[config.mk]
export PLATFORM = sky130hd
export DESIGN_NAME = soc_ctrl_top
export DESIGN_NICKNAME = d
export VERILOG_FILES = /design/src/soc_ctrl_pkg.sv /design/src/dev_table.sv /design/src/map_size_calc.sv /design/src/pi_stage.sv /design/src/soc_ctrl_top.sv
export SDC_FILE = /design/constraint.sdc
export NUM_CORES = 1
export LEC_CHECK = 0
export ABC_AREA = 0
export BUFFER_PORTS_ARGS = -buffer_cell sky130_fd_sc_hd__clkbuf_2
export CAP_MARGIN = 30
export CORE_AREA = 3 3 141 143
export CTS_CLUSTER_DIAMETER = 80
export CTS_CLUSTER_SIZE = 24
export DETAILED_ROUTE_END_ITERATION = 8
export DIE_AREA = 0 0 144 146
export HOLD_SLACK_MARGIN = 0.06
export PLACE_DENSITY = 0.84
export SETUP_SLACK_MARGIN = 0.1
export SLEW_MARGIN = 15
export SYNTH_ARGS = -nofsm -noshare
export SYNTH_HDL_FRONTEND = slang
export SYNTH_SLANG_ARGS = --single-unit
[constraint.sdc]
create_clock -name clk_i -period 11.26 [get_ports clk_i]
set_input_delay 0 -clock clk_i [delete_from_list [all_inputs] [get_ports clk_i]]
set_output_delay 0 -clock clk_i [all_outputs]
set_load 0.02 [all_outputs]
[src/soc_ctrl_pkg.sv]
// Shared constants and types for the SoC control block.
// Modules name widths as soc_ctrl_pkg::X in their ports and import the rest in the body.
`default_nettype none

package soc_ctrl_pkg;

	// Bus geometry.
	localparam int DATA_W = 32;
	localparam int ADDR_W = DATA_W - 2; // Word address.
	localparam int SEL_W = DATA_W / 8;

	// Device table size.
	localparam int DEV_MAP_CNT = 4;

	// Bus opcodes.
	localparam logic [1:0] OP_NOP = 2'b00;
	localparam logic [1:0] OP_WR = 2'b01;
	localparam logic [1:0] OP_RD = 2'b10;
	localparam logic [1:0] OP_RW = 2'b11;

	// Device window layout.
	localparam logic [DATA_W-1:0] WINDOW_SZ = 32'd4096;
	localparam logic [DATA_W-1:0] BLOCK_MAP_SZ = 32'd512; // Slot 0, block device.
	localparam logic [DATA_W-1:0] RAM_DEV_ID = 32'd1;

	// INFO selectors, written as data of a read-write at word 0.
	localparam logic [DATA_W-1:0] INFO_VERSION = 32'd0;
	localparam logic [DATA_W-1:0] INFO_CACHE_SZ = 32'd1;
	localparam logic [DATA_W-1:0] INFO_RST_STATE = 32'd2;
	localparam logic [DATA_W-1:0] INFO_PRELDR = 32'd3;
	localparam logic [DATA_W-1:0] INFO_SOC_ID = 32'd4;

	// ACTION codes, written as data of a read-write at word 1.
	localparam logic [DATA_W-1:0] ACT_PWROFF = 32'd0;
	localparam logic [DATA_W-1:0] ACT_WRESET = 32'd1;
	localparam logic [DATA_W-1:0] ACT_CRESET = 32'd2;
	localparam logic [DATA_W-1:0] ACT_RRESET = 32'd3;

	// Values returned by INFO queries.
	localparam logic [DATA_W-1:0] SOC_VERSION = 32'h0001_0200;
	localparam logic [DATA_W-1:0] RAM_CACHE_SZ = 32'h0000_0400; // In bus words.
	localparam logic [DATA_W-1:0] PRELDR_ADDR = 32'h0000_3000;
	localparam logic [DATA_W-1:0] SOC_ID = 32'h5C0C_0001;

	// Odd table word: map size halved, interrupt flag in the low bit.
	typedef struct packed {
		logic [DATA_W-2:0] half_sz;
		logic intr;
	} map_pair_t;

	typedef union packed {
		logic [DATA_W-1:0] raw;
		map_pair_t pair;
	} map_word_u;

endpackage

`default_nettype wire

[src/dev_table.sv]
// Device table slave.
// Reads return per-slot IDs and map sizes; read-writes at word 0 run INFO
// queries and at word 1 run ACTION commands that drive the reset outputs.
`timescale 1ns/1ps
`default_nettype none

module dev_table (
	input  logic                                                    clk_i,
	input  logic                                                    rst_i,
	input  logic [1:0]                                              req_op_i,
	input  logic [soc_ctrl_pkg::DATA_W-1:0]                         req_byte_addr_i,
	input  logic [soc_ctrl_pkg::DATA_W-1:0]                         req_data_i,
	input  logic [soc_ctrl_pkg::DEV_MAP_CNT*soc_ctrl_pkg::DATA_W-1:0] dev_id_flat_i,
	input  logic [soc_ctrl_pkg::DEV_MAP_CNT*soc_ctrl_pkg::DATA_W-1:0] dev_mapsz_flat_i,
	input  logic [soc_ctrl_pkg::DEV_MAP_CNT-1:0]                    dev_useintr_i,
	input  logic [soc_ctrl_pkg::DATA_W-1:0]                         ram_map_sz_i,
	output logic [soc_ctrl_pkg::DATA_W-1:0]                         rd_data_o,
	output logic                                                    rst0_o,
	output logic                                                    rst1_o,
	output logic                                                    rst2_o
);

	import soc_ctrl_pkg::*;

	logic [DATA_W-3:0] word_idx;
	logic [DATA_W-4:0] slot;
	logic              is_rd;
	logic              is_rw;
	logic              is_action;
	logic              is_rreset;
	logic              relocated;
	logic [DATA_W-1:0] table_word;
	logic [DATA_W-1:0] info_word;
	map_word_u         map_word;

	assign word_idx = req_byte_addr_i[DATA_W-1:2];
	assign slot = word_idx[DATA_W-3:1];
	assign is_rd = (req_op_i == OP_RD);
	assign is_rw = (req_op_i == OP_RW);
	assign is_action = is_rw && (word_idx == 1);
	assign is_rreset = is_action && (req_data_i == ACT_RRESET);

	// Table entry of the addressed slot.
	always_comb begin
		map_word.raw = '0;
		table_word = '0;
		for (int i = 0; i < DEV_MAP_CNT; i++) begin
			if (slot == i) begin
				if (i == 0) begin
					map_word.pair.half_sz = BLOCK_MAP_SZ[DATA_W-1:1];
				end else if (i == 1) begin
					map_word.pair.half_sz = ram_map_sz_i[DATA_W-1:1];
				end else begin
					map_word.pair.half_sz = dev_mapsz_flat_i[i*DATA_W+1 +: DATA_W-1];
				end
				map_word.pair.intr = dev_useintr_i[i];
				table_word = word_idx[0] ? map_word.raw : dev_id_flat_i[i*DATA_W +: DATA_W];
			end
		end
	end

	// INFO query result.
	always_comb begin
		case (req_data_i)
			INFO_VERSION: info_word = SOC_VERSION;
			INFO_CACHE_SZ: info_word = RAM_CACHE_SZ;
			INFO_RST_STATE: info_word = {{(DATA_W - 2){1'b0}}, rst1_o, rst0_o};
			INFO_PRELDR: info_word = relocated ? '0 : PRELDR_ADDR; // Gone after relocation.
			INFO_SOC_ID: info_word = SOC_ID;
			default: info_word = '0;
		endcase
	end

	always_ff @(posedge clk_i) begin
		if (rst_i) begin
			rd_data_o <= '0;
		end else if (is_rd) begin
			rd_data_o <= table_word; // Out-of-range slots give zero.
		end else if (is_rw) begin
			rd_data_o <= (word_idx == 0) ? info_word : '0;
		end
	end

	// Reset controls.
	always_ff @(posedge clk_i) begin
		if (rst_i) begin
			rst0_o <= 1'b0;
			rst1_o <= 1'b0;
			rst2_o <= 1'b0;
			relocated <= 1'b0;
		end else begin
			if (is_action) begin
				case (req_data_i)
					ACT_PWROFF: begin
						rst0_o <= 1'b1;
						rst1_o <= 1'b0;
					end
					ACT_WRESET: begin
						rst0_o <= 1'b0;
						rst1_o <= 1'b1;
					end
					ACT_CRESET: begin
						rst0_o <= 1'b1;
						rst1_o <= 1'b1;
					end
					ACT_RRESET: relocated <= 1'b1;
					default: ;
				endcase
			end
			rst2_o <= is_rreset; // One pulse per RRESET.
		end
	end

	a_rst2_pulse: assert property (
		@(posedge clk_i) disable iff (rst_i)
		rst2_o |=> !rst2_o
	);

endmodule

`default_nettype wire

[src/map_size_calc.sv]
// RAM map size for slot 1 of the device table.
// Whatever the devices in front of the first RAM device leave of the 4 KiB
// window is reported as the table's own map size.
`timescale 1ns/1ps
`default_nettype none

module map_size_calc (
	input  logic                                                    clk_i,
	input  logic                                                    rst_i,
	input  logic [soc_ctrl_pkg::DEV_MAP_CNT*soc_ctrl_pkg::DATA_W-1:0] dev_id_flat_i,
	input  logic [soc_ctrl_pkg::DEV_MAP_CNT*soc_ctrl_pkg::DATA_W-1:0] dev_mapsz_flat_i,
	output logic [soc_ctrl_pkg::DATA_W-1:0]                         ram_map_sz_o
);

	import soc_ctrl_pkg::*;

	logic [DATA_W-1:0] ram_sz;

	// Slots 0 and 1 are the block device and the table itself.
	always_comb begin
		logic passed_ram;
		passed_ram = 1'b0;
		ram_sz = WINDOW_SZ - BLOCK_MAP_SZ;
		for (int i = 2; i < DEV_MAP_CNT; i++) begin
			if (dev_id_flat_i[i*DATA_W +: DATA_W] == RAM_DEV_ID) begin
				passed_ram = 1'b1; // First RAM device ends the walk.
			end
			if (!passed_ram) begin
				ram_sz = ram_sz - dev_mapsz_flat_i[i*DATA_W +: DATA_W];
			end
		end
	end

	always_ff @(posedge clk_i) begin
		if (rst_i) begin
			ram_map_sz_o <= '0;
		end else begin
			ram_map_sz_o <= ram_sz;
		end
	end

	// Devices ahead of RAM must fit in the window, else the sum wraps.
	a_sz_in_window: assert property (
		@(posedge clk_i) disable iff (rst_i)
		ram_map_sz_o <= WINDOW_SZ
	);

endmodule

`default_nettype wire

[src/pi_stage.sv]
// Bus input stage of the device table.
// Registers each accepted request for one cycle and forms its byte address.
`timescale 1ns/1ps
`default_nettype none

module pi_stage (
	input  logic                             clk_i,
	input  logic                             rst_i,
	input  logic [1:0]                       op_i,
	input  logic [soc_ctrl_pkg::ADDR_W-1:0]  addr_i,
	input  logic [soc_ctrl_pkg::DATA_W-1:0]  data_i,
	input  logic [soc_ctrl_pkg::SEL_W-1:0]   sel_i,
	output logic                             rdy_o,
	output logic [1:0]                       req_op_o,
	output logic [soc_ctrl_pkg::DATA_W-1:0]  req_byte_addr_o,
	output logic [soc_ctrl_pkg::DATA_W-1:0]  req_data_o
);

	import soc_ctrl_pkg::*;

	logic              accept;
	logic [DATA_W-1:0] lane_off;
	logic [DATA_W-1:0] byte_addr;

	assign accept = rdy_o && (op_i != OP_NOP);

	// Offset of the lowest selected byte lane.
	always_comb begin
		lane_off = '0;
		for (int i = SEL_W - 1; i >= 0; i--) begin
			if (sel_i[i]) begin
				lane_off = DATA_W'(i);
			end
		end
	end

	assign byte_addr = {addr_i, {(DATA_W - ADDR_W){1'b0}}} + lane_off;

	// Control state.
	always_ff @(posedge clk_i) begin
		if (rst_i) begin
			rdy_o <= 1'b0;
			req_op_o <= OP_NOP;
		end else begin
			rdy_o <= 1'b1; // Table never stalls.
			req_op_o <= accept ? op_i : OP_NOP;
		end
	end

	// Request payload.
	always_ff @(posedge clk_i) begin
		if (accept) begin
			req_byte_addr_o <= byte_addr;
			req_data_o <= data_i;
		end
	end

	// A request leaving the stage had a lane selected when it was taken.
	a_req_has_sel: assert property (
		@(posedge clk_i) disable iff (rst_i)
		(req_op_o != OP_NOP) |-> ($past(sel_i) != '0)
	);

endmodule

`default_nettype wire

[src/soc_ctrl_top.sv]
// Top level of the SoC control block.
// Bus stage feeds the device table; the map-size unit supplies slot 1's size.
`timescale 1ns/1ps
`default_nettype none

module soc_ctrl_top (
	input  logic                                                    clk_i,
	input  logic                                                    rst_i,
	input  logic [1:0]                                              op_i,
	input  logic [soc_ctrl_pkg::ADDR_W-1:0]                         addr_i,
	input  logic [soc_ctrl_pkg::DATA_W-1:0]                         data_i,
	input  logic [soc_ctrl_pkg::SEL_W-1:0]                          sel_i,
	input  logic [soc_ctrl_pkg::DEV_MAP_CNT*soc_ctrl_pkg::DATA_W-1:0] dev_id_flat_i,
	input  logic [soc_ctrl_pkg::DEV_MAP_CNT*soc_ctrl_pkg::DATA_W-1:0] dev_mapsz_flat_i,
	input  logic [soc_ctrl_pkg::DEV_MAP_CNT-1:0]                    dev_useintr_i,
	output logic [soc_ctrl_pkg::DATA_W-1:0]                         data_o,
	output logic                                                    rdy_o,
	output logic                                                    rst0_o,
	output logic                                                    rst1_o,
	output logic                                                    rst2_o
);

	import soc_ctrl_pkg::*;

	logic [1:0]        req_op;
	logic [DATA_W-1:0] req_byte_addr;
	logic [DATA_W-1:0] req_data;
	logic [DATA_W-1:0] ram_map_sz;

	pi_stage u_pi_stage (
		.clk_i           (clk_i),
		.rst_i           (rst_i),
		.op_i            (op_i),
		.addr_i          (addr_i),
		.data_i          (data_i),
		.sel_i           (sel_i),
		.rdy_o           (rdy_o),
		.req_op_o        (req_op),
		.req_byte_addr_o (req_byte_addr),
		.req_data_o      (req_data)
	);

	map_size_calc u_map_size_calc (
		.clk_i            (clk_i),
		.rst_i            (rst_i),
		.dev_id_flat_i    (dev_id_flat_i),
		.dev_mapsz_flat_i (dev_mapsz_flat_i),
		.ram_map_sz_o     (ram_map_sz)
	);

	dev_table u_dev_table (
		.clk_i            (clk_i),
		.rst_i            (rst_i),
		.req_op_i         (req_op),
		.req_byte_addr_i  (req_byte_addr),
		.req_data_i       (req_data),
		.dev_id_flat_i    (dev_id_flat_i),
		.dev_mapsz_flat_i (dev_mapsz_flat_i),
		.dev_useintr_i    (dev_useintr_i),
		.ram_map_sz_i     (ram_map_sz),
		.rd_data_o        (data_o),
		.rst0_o           (rst0_o),
		.rst1_o           (rst1_o),
		.rst2_o           (rst2_o)
	);

endmodule

`default_nettype wire

* Word-level counts from Yosys, hierarchy flattened
Cells that the tools add are included.
** Word-level totals
- Input port bits :: 330
- Bits in registers :: 135
** Cells by class
- Bitwise gates (word level) :: 1
- Eq/ne operators :: 12
- Muxes and demuxes :: 24
- Add/sub/neg operators :: 3
- Reductions and logical operators :: 16
** Operators with widths (number)
- $mux 32 :: 13
- $pmux 32 s5 :: 1
- $eq 32x1->1 const B :: 3
- $eq 32x2->1 const B :: 2
- $eq 29x2->1 const B :: 2
- $add 32x2->32 :: 1
- $eq 32x3->1 const B :: 1
- $logic_not 32->1 :: 1
- $sub 12x32->32 const A :: 1
- $sub 32x32->32 :: 1
- $eq 30x1->1 const B :: 1
- $logic_not 30->1 :: 1
- $eq 29x1->1 const B :: 1
- $logic_not 29->1 :: 1
- $mux 14 :: 1
- $mux 2 :: 4
- $reduce_bool 2->1 :: 4
- $reduce_and 2->1 :: 3
- $reduce_or 2->1 :: 3
- $eq 2x2->1 const B :: 2
- $pmux 1 s2 :: 2
- $logic_and 1x1->1 :: 3
- $mux 1 :: 3
- $not 1->1 :: 1

* Depth between registers and ports, before layout
- Depth in word-level cells :: 6
- Mapped depth :: 19

* Cells and area by module
From an unflattened synthesis, not the netlist that was laid out.
** Unflattened totals
- Cell total of the unflattened synthesis :: 1004
- Area, all modules :: 9146.3 um^2
** Modules (own cells, without submodules)
- map_size_calc :: area each 3752.3 um^2, instances 1, cells each 526, sequential area each 640.6 um^2
- dev_table :: area each 3348.2 um^2, instances 1, cells each 402, sequential area each 720.7 um^2
- pi_stage :: area each 2045.7 um^2, instances 1, cells each 76, sequential area each 1981.9 um^2

* Least setup slack after synthesis
No wires, ideal clock.
- Kind :: input port to flip-flop
- From :: in dev_mapsz_flat_i[64] (netlist bit)
- To :: reg u_map_size_calc.ram_map_sz_o[31] (netlist bit)
- Path slack :: 7.329 ns
- Data arrival time :: 3.814 ns
- Library setup time :: 0.116 ns
- Path buffers :: 1
- Data required time :: 11.144 ns
- Stages :: 18
- Cell sequence :: inv_1 -> ha_1 -> or4b_1 -> clkbuf_1 -> o21bai_1 -> nand4b_1 -> or2_2 -> nor2_1 -> xor2_1 -> nor2_1 -> ha_1 -> a21o_1 -> a21o_1 -> a21o_1 -> nor2b_1 -> or4b_1 -> a211o_1 -> a31o_2
** On the way
- Word-level cells in the longest chain between the ends :: 4
** RTL lines
- from (decl) :: RTL line soc_ctrl_top.sv:14 : input logic [soc_ctrl_pkg::DEV_MAP_CNT*soc_ctrl_pkg::DATA_W-1:0] dev_mapsz_flat_i,
- $sub 12x32->32 * :: RTL line map_size_calc.sv:29 : ram_sz = ram_sz - dev_mapsz_flat_i[i*DATA_W +: DATA_W];
- $mux 32 * :: RTL line map_size_calc.sv:28 : if (!passed_ram) begin
- $sub 32x32->32 :: RTL line map_size_calc.sv:29
- $mux 32 * :: RTL line map_size_calc.sv:28
- to (signal assigned) :: RTL line map_size_calc.sv:38 : ram_map_sz_o <= ram_sz;
- to (signal assigned) :: RTL line map_size_calc.sv:45 : ram_map_sz_o <= WINDOW_SZ
- to (decl) :: RTL line map_size_calc.sv:12 : output logic [soc_ctrl_pkg::DATA_W-1:0] ram_map_sz_o
Mark *: on every way between the ends. The rest lies on a longest branch, timed or not.
A chain may end at the register's enable or synchronous reset.

* Worst setup path in the final report
- From :: in dev_id_flat_i[70] (netlist bit)
- To :: reg u_map_size_calc.ram_map_sz_o[28] (netlist bit)
** On the way
- Word-level cells in the longest chain between the ends :: 5
- Elaborated cells on any way between the ends :: 6
- Classes of those cells :: add/sub: 1; eq/ne: 1; mux: 4
** RTL lines
- from (decl) :: RTL line soc_ctrl_top.sv:13 : input logic [soc_ctrl_pkg::DEV_MAP_CNT*soc_ctrl_pkg::DATA_W-1:0] dev_id_flat_i,
- $eq 32x1->1 * :: RTL line map_size_calc.sv:25 : if (dev_id_flat_i[i*DATA_W +: DATA_W] == RAM_DEV_ID) begin
- $mux 1 * :: RTL line map_size_calc.sv:25
- $mux 32 :: RTL line map_size_calc.sv:28
- $sub 32x32->32 :: RTL line map_size_calc.sv:29
- $mux 32 * :: RTL line map_size_calc.sv:28
Marks and branches as above.

==> results by group <==
Run status
  – Outcome: finished clean

CTS
  – Clock Sinks: 132
  – Inserted Clock Buffers: 17
  – Max H-tree Level: 4
  – Max clock buf depth: 2
  – Worst-Skew Late Latency: 0.43 ns
  – CTS Root Cell: clkbuf_16
  – CTS tree: done
  – Clk slew on worst S/H paths: 0.06 ns
  – Post-CTS Repair Setup Buffers: 0

Floorplanning
  – Die Wd: 144 um
  – Die area: 21000 um2
  – Rows: 50
  – Initial Utilization: 0.467
  – Core Region: 18700 um2
  – Die height: 146 um
  – IO Count: 366

Power
  – Peak VDD IR: 0.115 mV
  – PwrDens: 121 nW/um2
  – Leak: 5.22 nW
  – Total power: 1.42 mW

Worst setup path
  – Crit path capture type: flip-flop
  – WS Path Type: in -> reg
  – Cell breakdown of the critical path: dlygate4sd3_1 -> clkbuf_2 -> nor4b_1 -> nand4_1 -> or2_2 -> and3_1 -> ha_1 -> a21o_1 -> a21oi_1 -> a211oi_1 -> o2111ai_1 -> a21boi_0 -> a41oi_1 -> a2111o_1 -> nand2_1
  – Setup crit start kind: input pin
  – CP arrival: 5.44 ns
  – Slowest cell delay on critical path: 0.67 ns
  – Worst-path fanout max: 15
  – Worst path slowest cell: a211oi_1
  – Flop2flop setup slack: 7.58 ns
  – CP Data Required Time: 11.62 ns

Synthesis
  – Cells after Synth: 993
  – Yosys cell types: 70
  – Post-synth top area share: 0.213
  – Post-synth EDFFs: 62
  – Ys async rst share: 0
  – Mapped Nets: 1355
  – Synthesized area per cell: 8.79 um2
  – Seq/Total Area, Yosys: 0.374
  – Area contributors post-synth: edfxtp_1 21%, dfxtp_1 16%, o21ai_0 4.5%, nand2_1 4.5%, ha_1 4.4%
  – Top_reg_cell synth: dfxtp_1
  – Netlist Area Pre-Place: 8730 um2
  – Most common cell in the netlist: nand2_1
  – Largest area contributor in the netlist: edfxtp_1
  – Synth Warn #: 0
  – Number of synthesized register bits: 132
  – Synth cell count leaders: 104 x nand2_1, 80 x nor2_1, 78 x o21ai_0

Finish
  – Post-route insts no fill: 1590
  – Design area: 11800 um2
  – Final core utilization: 0.630
  – Share of cells above drive strength 1: 0.288
  – Area growth, synth to finish: 34.9%
  – Fin nets: 1704

Timing
  – Setup repair after global routing missed its margin: false
  – Max-slew violations: 0
  – Final hold slack: 0.0715 ns
  – Final Worst Setup Slack: 6.18 ns
  – Final hold violations: 0
  – Worst slew margin: 0.342
  – Setup_tns: 0 ns
  – Setup Viol. Count Final: 0
  – Final period util: 0.451
  – Period minus WS final: 5.08 ns
  – Worst slew pin tran: 0.987 ns
  – Fin Clk Skew: 0.0208 ns
  – Highest Clock Rate: 197 MHz

Detailed routing
  – Mean number of vias per cell: 6.21
  – DRC Markers: 0
  – Routed len/inst: 22.8 um
  – Pre-antenna DRT Iters: 8
  – Via count: 9869
  – Post-Route WL: 36300 um
  – Final antenna-violating net count: 0
  – DRT iter0 DRCs: 1142

Global route
  – Initial antenna violation count: 2
  – First-pass GRT wire length: 53800 um
  – Global-route usage over all layers: 0.335
  – GR Overflow Total: 0
  – Number of global-route vias before repair: 9740
  – Pin count of the biggest net entering global routing: 52

Place
  – GP Congestion: 1.01
  – DP Cell Count: 1481
  – Dpl cell area: 10400 um2
  – PortBufs: 297
  – DP HPWL: 26400 um
  – Place WS: 6.53 ns

Hold path
  – Hold Path Class: in -> reg

Job
  – Max cap viols: 0
==> sequential cells by signal, indices dropped and copies added (netlist names) <==
name / cells
u_dev_table.rd_data_o: 32
u_dev_table.relocated: 1
u_map_size_calc.ram_map_sz_o: 31
u_pi_stage.req_data_o: 32
u_dev_table.rst0_o: 1
u_dev_table.rst1_o: 1
u_pi_stage.req_byte_addr_o: 30
u_pi_stage.rdy_o: 1
u_pi_stage.req_op_o: 2
u_dev_table.rst2_o: 1
==> where the power goes <==
part	internal [mW]	switching, mW	total, mW	leakage (nW)
clock network	0.330	0.234	0.565	0.277
registers	0.538	0.0140	0.552	1.17
logic	0.139	0.168	0.308	3.77
total	1.01	0.417	1.42	5.22
==> layout by cell type, fill, tap and decap left out, types with 34 or more instances in the layout <==
master and n:
nor4_1 34, edfxtp_1 62, clkbuf_2 298, dfxtp_1 70, nand2_1 104, o21ai_0 78
dlygate4sd3_1 74, a21oi_1 39, inv_1 44, nor2_1 78
==> logic make-up after synthesis <==
logic type      Yosys count  synth area share
simple gates            342             0.194
compound gates          284             0.227
flops                   132             0.374
buf+inv                 103            0.0446
mux                      58            0.0715
xor+xnor                 42            0.0421
fa+ha+maj                32            0.0467
==> metal layers <==
layer	up-vias	global-route usage	wire length (um)
met4	2	0.188	2220
met3	135	0.0723	3690
met5	-	0	12
met1	4577	0.402	13300
li1	4491	-	-
met2	664	0.551	17100
==> final cells by class <==
cell class / count / area (um2)
multi-input cells: 758 / 5100
repair buffers: 389 / 2370
clock inverters: 13 / 148
diodes: 1 / 2.50
flip-flops and latches: 132 / 3260
fillers: 1563 / 6930
inverters: 44 / 165
well taps: 234 / 293
clock buffers: 19 / 433
==> final timing paths <==
check	cells after the start	to	startpoint
max	15	u_map_size_calc.ram_map_sz_o[28]	dev_id_flat_i[70]
min	5	u_map_size_calc.ram_map_sz_o[3]	dev_mapsz_flat_i[64]
max reg2reg	9	u_dev_table.rd_data_o[18]	u_pi_stage.req_byte_addr_o[27]
min reg2reg	2	u_dev_table.rd_data_o[8]	u_dev_table.rd_data_o[8]
==> worst max-delay path, delay by kind of cell <==
kind            cells  cell delay (ns)
fa+ha+maj           1             0.35
compound gates      7             2.54
buf+inv             2             0.66
simple gates        5             1.87
==> timing repair <==
action / 4_1_cts / 5_1_grt
hold endpoints to repair: 73 / 0
hold buffers: 74 / 0
setup endpoints to repair: 0 / 0
resized for setup: 0 / 0
(Power assumes the default switching activity.)
